$ cat config.mk
export PLATFORM = sky130hd
export DESIGN_NAME = wb_conmax_master_if
export DESIGN_NICKNAME = d
export VERILOG_FILES = /design/src/rtl/conmax_map_pkg.sv /design/src/rtl/wb_bus_pkg.sv /design/src/rtl/wb_conmax_master_if.sv /design/src/rtl/conmax_resp_mux.sv /design/src/rtl/conmax_cyc_route.sv
export SDC_FILE = /design/constraint.sdc
export NUM_CORES = 1
export LEC_CHECK = 0
export ABC_AREA = 1
export BUFFER_PORTS_ARGS = -buffer_cell sky130_fd_sc_hd__buf_4
export CAP_MARGIN = 20
export CELL_PAD_IN_SITES_DETAIL_PLACEMENT = 2
export CELL_PAD_IN_SITES_GLOBAL_PLACEMENT = 2
export CORE_AREA = 2 2 295 297
export CTS_CLUSTER_SIZE = 8
export DETAILED_ROUTE_END_ITERATION = 7
export DIE_AREA = 0 0 297 299
export GPL_TIMING_DRIVEN = 0
export PLACE_DENSITY_LB_ADDON = 0.1
export SETUP_SLACK_MARGIN = 0.5
export SLEW_MARGIN = 20
export SYNTH_ARGS = -nofsm -noshare
export SYNTH_HDL_FRONTEND = slang
export SYNTH_HIERARCHICAL = 1
export SYNTH_SLANG_ARGS = --single-unit
$ cat constraint.sdc
create_clock -name clk_i -period 2.2 [get_ports clk_i]
set_input_delay 0.33 -clock clk_i [delete_from_list [all_inputs] [get_ports clk_i]]
set_output_delay 0.33 -clock clk_i [all_outputs]
set_load 0.02 [all_outputs]
$ cat src/rtl/conmax_map_pkg.sv
package conmax_map_pkg;

	////////////////////
	// Slave map
	////////////////////

	// Slave ports behind one master port
	localparam int CONMAX_SLAVES = 16;

	// Address bits that select the slave, taken from the top of the address
	localparam int SLV_SEL_W = 4;

	////////////////////
	// Index type
	////////////////////

	// Slave number as decoded from the address
	typedef logic [SLV_SEL_W-1:0] slv_idx_t;

endpackage

$ cat src/rtl/wb_bus_pkg.sv
package wb_bus_pkg;

	////////////////////
	// Bus widths
	////////////////////

	// Data path width in bits
	localparam int WB_DW = 32;

	// Byte address width in bits
	localparam int WB_AW = 32;

	////////////////////
	// Bus vector types
	////////////////////

	// One data word as it travels on the bus
	typedef logic [WB_DW-1:0] wb_data_t;

	// Byte address, top bits also pick the slave
	typedef logic [WB_AW-1:0] wb_addr_t;

	// Byte lane enables, one per eight data bits
	typedef logic [WB_DW/8-1:0] wb_sel_t;

endpackage
$ cat src/rtl/wb_conmax_master_if.sv
`timescale 1ns/100ps

module wb_conmax_master_if
	import wb_bus_pkg::*;
	import conmax_map_pkg::*;
#(
	parameter int NUM_SLAVES = CONMAX_SLAVES,
	parameter int DW         = WB_DW,
	parameter int AW         = WB_AW
) (
	input  logic                      clk_i,
	input  logic                      rst_i,

	// Master request
	input  wb_addr_t                  wb_addr_i,
	input  wb_data_t                  wb_data_i,
	input  wb_sel_t                   wb_sel_i,
	input  logic                      wb_we_i,
	input  logic                      wb_cyc_i,
	input  logic                      wb_stb_i,

	// Master return
	output wb_data_t                  wb_data_o,
	output logic                      wb_ack_o,
	output logic                      wb_err_o,
	output logic                      wb_rty_o,

	// Shared request seen by every slave
	output wb_addr_t                  s_addr_o,
	output wb_data_t                  s_data_o,
	output wb_sel_t                   s_sel_o,
	output logic                      s_we_o,

	// Per-slave handshake
	output logic     [NUM_SLAVES-1:0] s_cyc_o,
	output logic     [NUM_SLAVES-1:0] s_stb_o,

	// Per-slave returns
	input  wb_data_t [NUM_SLAVES-1:0] s_data_i,
	input  logic     [NUM_SLAVES-1:0] s_ack_i,
	input  logic     [NUM_SLAVES-1:0] s_err_i,
	input  logic     [NUM_SLAVES-1:0] s_rty_i
);

	////////////////////
	// Slave select
	////////////////////

	slv_idx_t slv_sel;

	// Top address bits name the slave
	assign slv_sel = wb_addr_i[AW-1 -: SLV_SEL_W];

	////////////////////
	// Broadcast path
	////////////////////

	// Same request on every slave, only cyc and stb qualify it
	assign s_addr_o = wb_addr_i;
	assign s_data_o = wb_data_i;
	assign s_sel_o  = wb_sel_i;
	assign s_we_o   = wb_we_i;

	////////////////////
	// Cycle and strobe
	////////////////////

	conmax_cyc_route #(
		.NUM_SLAVES (NUM_SLAVES)
	) u_cyc_route (
		.clk_i     (clk_i),
		.rst_i     (rst_i),
		.slv_sel_i (slv_sel),
		.cyc_i     (wb_cyc_i),
		.stb_i     (wb_stb_i),
		.cyc_o     (s_cyc_o),
		.stb_o     (s_stb_o)
	);

	////////////////////
	// Return path
	////////////////////

	conmax_resp_mux #(
		.NUM_SLAVES (NUM_SLAVES)
	) u_resp_mux (
		.slv_sel_i (slv_sel),
		.s_data_i  (s_data_i),
		.s_ack_i   (s_ack_i),
		.s_err_i   (s_err_i),
		.s_rty_i   (s_rty_i),
		.data_o    (wb_data_o),
		.ack_o     (wb_ack_o),
		.err_o     (wb_err_o),
		.rty_o     (wb_rty_o)
	);

	////////////////////
	// Build checks
	////////////////////

	// Port types come from the bus package, so the widths must agree
	if (DW != $bits(wb_data_t)) begin : g_bad_dw
		$error("wb_conmax_master_if: DW %0d differs from bus data width", DW);
	end

	if (AW != $bits(wb_addr_t)) begin : g_bad_aw
		$error("wb_conmax_master_if: AW %0d differs from bus address width", AW);
	end

	// Power of two from 2 up to the select field range
	if ((NUM_SLAVES < 2) || (NUM_SLAVES > (1 << SLV_SEL_W)) ||
		((NUM_SLAVES & (NUM_SLAVES - 1)) != 0)) begin : g_bad_count
		$error("wb_conmax_master_if: unsupported NUM_SLAVES %0d", NUM_SLAVES);
	end

endmodule

$ cat src/rtl/conmax_resp_mux.sv
`timescale 1ns/100ps

module conmax_resp_mux
	import wb_bus_pkg::*;
	import conmax_map_pkg::*;
#(
	parameter int NUM_SLAVES = 16
) (
	// Decoded slave number
	input  slv_idx_t                  slv_sel_i,

	// Returns from every slave
	input  wb_data_t [NUM_SLAVES-1:0] s_data_i,
	input  logic     [NUM_SLAVES-1:0] s_ack_i,
	input  logic     [NUM_SLAVES-1:0] s_err_i,
	input  logic     [NUM_SLAVES-1:0] s_rty_i,

	// Return to the master
	output wb_data_t                  data_o,
	output logic                      ack_o,
	output logic                      err_o,
	output logic                      rty_o
);

	////////////////////
	// Slave hit vector
	////////////////////

	// One-hot, all zero when the index lies past the last slave
	logic [NUM_SLAVES-1:0] hit;

	for (genvar k = 0; k < NUM_SLAVES; k++) begin : g_hit
		assign hit[k] = (slv_sel_i == slv_idx_t'(k));
	end

	////////////////////
	// Termination flags
	////////////////////

	// AND-OR select, no slave hit gives all flags low
	assign ack_o = |(s_ack_i & hit);
	assign err_o = |(s_err_i & hit);
	assign rty_o = |(s_rty_i & hit);

	////////////////////
	// Read data
	////////////////////

	// Out-of-range index reads back zero
	always_comb begin
		data_o = '0;
		for (int k = 0; k < NUM_SLAVES; k++) begin
			if (hit[k]) begin
				data_o = s_data_i[k];
			end
		end
	end

	////////////////////
	// Build checks
	////////////////////

	if (NUM_SLAVES > (1 << SLV_SEL_W)) begin : g_bad_count
		$error("conmax_resp_mux: NUM_SLAVES %0d exceeds select field", NUM_SLAVES);
	end

endmodule

$ cat src/rtl/conmax_cyc_route.sv
`timescale 1ns/100ps

module conmax_cyc_route
	import conmax_map_pkg::*;
#(
	parameter int NUM_SLAVES = 16
) (
	input  logic                  clk_i,
	input  logic                  rst_i,

	// Decoded slave number and master handshake
	input  slv_idx_t              slv_sel_i,
	input  logic                  cyc_i,
	input  logic                  stb_i,

	// Per-slave cycle and strobe lines
	output logic [NUM_SLAVES-1:0] cyc_o,
	output logic [NUM_SLAVES-1:0] stb_o
);

	////////////////////
	// Shared terms
	////////////////////

	// Master inside a cycle but between strobes
	logic hold;

	assign hold = cyc_i & ~stb_i;

	////////////////////
	// Per-slave slots
	////////////////////

	for (genvar k = 0; k < NUM_SLAVES; k++) begin : g_slot
		// Address points at this slave
		logic hit;
		// Next cycle value and the registered line
		logic cyc_d;
		logic cyc_q;

		assign hit = (slv_sel_i == slv_idx_t'(k));

		// Idle gap inside a cycle keeps the slave owned,
		// otherwise the line follows cyc for the addressed slave
		assign cyc_d = hold ? cyc_q : (hit & cyc_i);

		always_ff @(posedge clk_i or posedge rst_i) begin
			if (rst_i) begin
				cyc_q <= 1'b0;
			end else begin
				cyc_q <= cyc_d;
			end
		end

		assign cyc_o[k] = cyc_q;

		// Strobe is steered with no delay
		assign stb_o[k] = hit & stb_i;
	end

	////////////////////
	// Build checks
	////////////////////

	// Index must be wide enough to reach every slot
	if (NUM_SLAVES > (1 << SLV_SEL_W)) begin : g_bad_count
		$error("conmax_cyc_route: NUM_SLAVES %0d exceeds select field", NUM_SLAVES);
	end

endmodule

==> results_dict.tcl <==
set metrics [dict create \
    postCtsHoldBufs 0 \
    grt_start_max_net_pins 17 \
    multiInputGateArea_um2 5320 \
    setup_slack_ps -320 \
    gr-total-overflow 0 \
    clock.fmax_ghz 0.397 \
    ir_drop_mv 0.213 \
    hold_class "primary input to async pin" \
    top_register "u_cyc_route/g_slot.cyc_q" \
    drc 0 \
    slowest_delay_ps 220 \
    yosys_warnings 6 \
    crit_family "simple AND/OR/NAND/NOR gates" \
    fin_nets 2619 \
    syn_nets 1864 \
    clockRootBuffer "clkbuf_16" \
    die_x_um 297 \
    place.gp.congestion 0.809 \
    path_class "primary input to output port" \
    dp_cells 3088 \
    r2r-end "u_cyc_route/g_slot[15].cyc_q$_DFFE_PP0N_" \
    synth_area_per_cell_um2 4.98 \
    cts_made_buffers 3 \
    maxCapViolations 0 \
    synth.distinct_cells 28 \
    filler_cell_count 10300 \
    clk_pin_slew_worst_paths_ps 50 \
    path_cells "buf_12 -> nor2_4 -> buf_12 -> buf_16 -> buf_12 -> nand3_4 -> nand3_4 -> nor2_4 -> nand4_1 -> nand2_1 -> nand4_1 -> nor3_2 -> nand4_1 -> buf_6" \
    cp.arrival_ps 2190 \
    largest_reg_flops 16 \
    finalSetupViolCount 33 \
    worst_slew_margin_rel_pct 51.7 \
    p_leak_nw 7.58 \
    dr_wl_met2_mm 41.2 \
    cts_tree "yes" \
    ff2ff_setup_slack_ps 1560 \
    tightest_slew_ps 723 \
    crit_path_end_kind "output port" \
    cts.sinks 16 \
    period_minus_slack_ps 2520 \
    slowest_stage "nor3_2" \
    wl_met3_mm 4.17 \
    drive_above_1_share_pct 57.0 \
    instances_no_fill 3148 \
    area.growth.synth_to_final_pct 148 \
    m1WireLength_mm 26.8 \
    ys_ff_latch 16 \
    reg2reg_depth 2 \
    synth_area_um2 6130 \
    ant_nets 0 \
    final_cell_mix "buf_4, nand2_1, nor2_1" \
    layout_commonest_cell "buf_4" \
    utilization_pct 17.7 \
    ys_seq_area_share_pct 6.53 \
    fp.dieArea_um2 88800 \
    clk-insertion-delay-late_ps 260 \
    grt_pass1_wl_mm 98.1 \
    reg_top3 "u_cyc_route/g_slot.cyc_q x16" \
    pre_cts_ws_ps -1090 \
    dp_hpwl_mm 64.4 \
    violations "negative setup slack" \
    worstReg2RegStart "u_cyc_route/g_slot[15].cyc_q$_DFFE_PP0N_" \
    status "finished, violations left" \
    netlist_instances 1231 \
    min_period_over_period_pct 115 \
    report.final.hold_viol_count 0 \
    antenna_found_initial 16 \
    cp_max_fo 7 \
    grt_usage_pct 15.5 \
    numPortBuffers 702 \
    skew_ps 0 \
    cp_num_buf_inv 5 \
    cts_max_level 1 \
    fp.dieH_um 299 \
    drv_slew 0 \
    io_pins 769 \
    vias_per_cell 3.53 \
    rsz0062_at_grt "yes" \
    core_um2 85900 \
    tns_ps -6000 \
    cp.required_ps 1870 \
    drt_pass1_iterations 6 \
    vias 11100 \
    routed_wl_mm 72.7 \
    wl_per_cell_um 23.1 \
    regArea_um2 400 \
    first_iter_violations 210 \
    crit_path_start_kind "primary input" \
    grt_pass1_vias 12500 \
    top_layer "met5" \
    start_util_pct 7.13 \
    power_density_nw_per_um2 224 \
    cts.path.max_buffers 2 \
    num_rows 108 \
]
## worst register-to-register path, stage by stage (launching register included)
cell	delay [ps]
dfrtp_1	400
nand2_1	80
nand2_1	50
## Yosys cell counts, drive strengths merged
cell / number / area share, %
nand4: 91 / 9.3
o21ai: 3 / 0.24
nand3: 143 / 12
or2: 45 / 4.6
o22ai: 1 / 0.10
a22o: 4 / 0.57
inv: 126 / 7.7
dfrtp: 16 / 6.5
clkbuf: 28 / 1.7
a21oi: 33 / 2.7
nand2: 418 / 26
clkinv: 1 / 0.061
a221oi: 8 / 1.1
nor3: 27 / 3.0
nor2: 167 / 12
buf: 120 / 13
## logic make-up after synthesis
family          count (synthesis)  share of synthesized area (%)
buf+inv                       275                           22.9
compound gates                 49                           4.76
simple gates                  891                           65.9
flops                          16                           6.53
## worst max path at each step
stage / end / from / cells after the start / slack, ps
finish: wb_data_o[29] / wb_addr_i[31] / 14 / -320
global route: wb_data_o[18] / wb_addr_i[31] / 14 / -430
CTS: wb_data_o[24] / wb_addr_i[31] / 13 / -420
detailed placement: wb_data_o[24] / wb_addr_i[28] / 12 / -1090
global placement: wb_data_o[24] / wb_addr_i[29] / 11 / -1350
floorplan: wb_data_o[16] / wb_addr_i[31] / 10 / 370
## power breakdown
| part | switching, mW | internal, mW | leakage [nW] |
|---|---|---|---|
| registers | 0.00246 | 0.299 | 0.222 |
| logic | 1.31 | 1.42 | 7.32 |
| clock network | 0.133 | 0.240 | 0.0370 |
## per-layer routing
| metal | GRT usage, % | vias up |
|---|---|---|
| met5 | 0 | - |
| met4 | 1.37 | 16 |
| met3 | 3.69 | 31 |
| met2 | 31.3 | 362 |
| met1 | 16.6 | 5322 |
| li1 | - | 5386 |
## through the flow
step	total power, mW	area, um2	hold slack, ps
after floorplan	1.20	6260	244
after global placement	2.69	13000	465
after detailed placement	2.71	13000	472
after CTS	3.36	14500	242
after global routing	3.66	15200	281
final	3.40	15200	199
## area by class of cell
type,count,share of cell area [%]
buffer,148,8.90
antenna,9,0.148
timing repair buffer,750,39.8
inverter,127,3.50
clock buffer,3,0.494
multi-input combinational,940,35.0
tap,1155,9.50
sequential,16,2.63
## repair_timing
item	4_1_cts	5_1_grt
gates resized for setup	275	131
pin swaps	68	100
cloned	3	3
setup buffers	31	11
endpoints found under the setup margin	35	40
(Power assumes the default switching activity.)
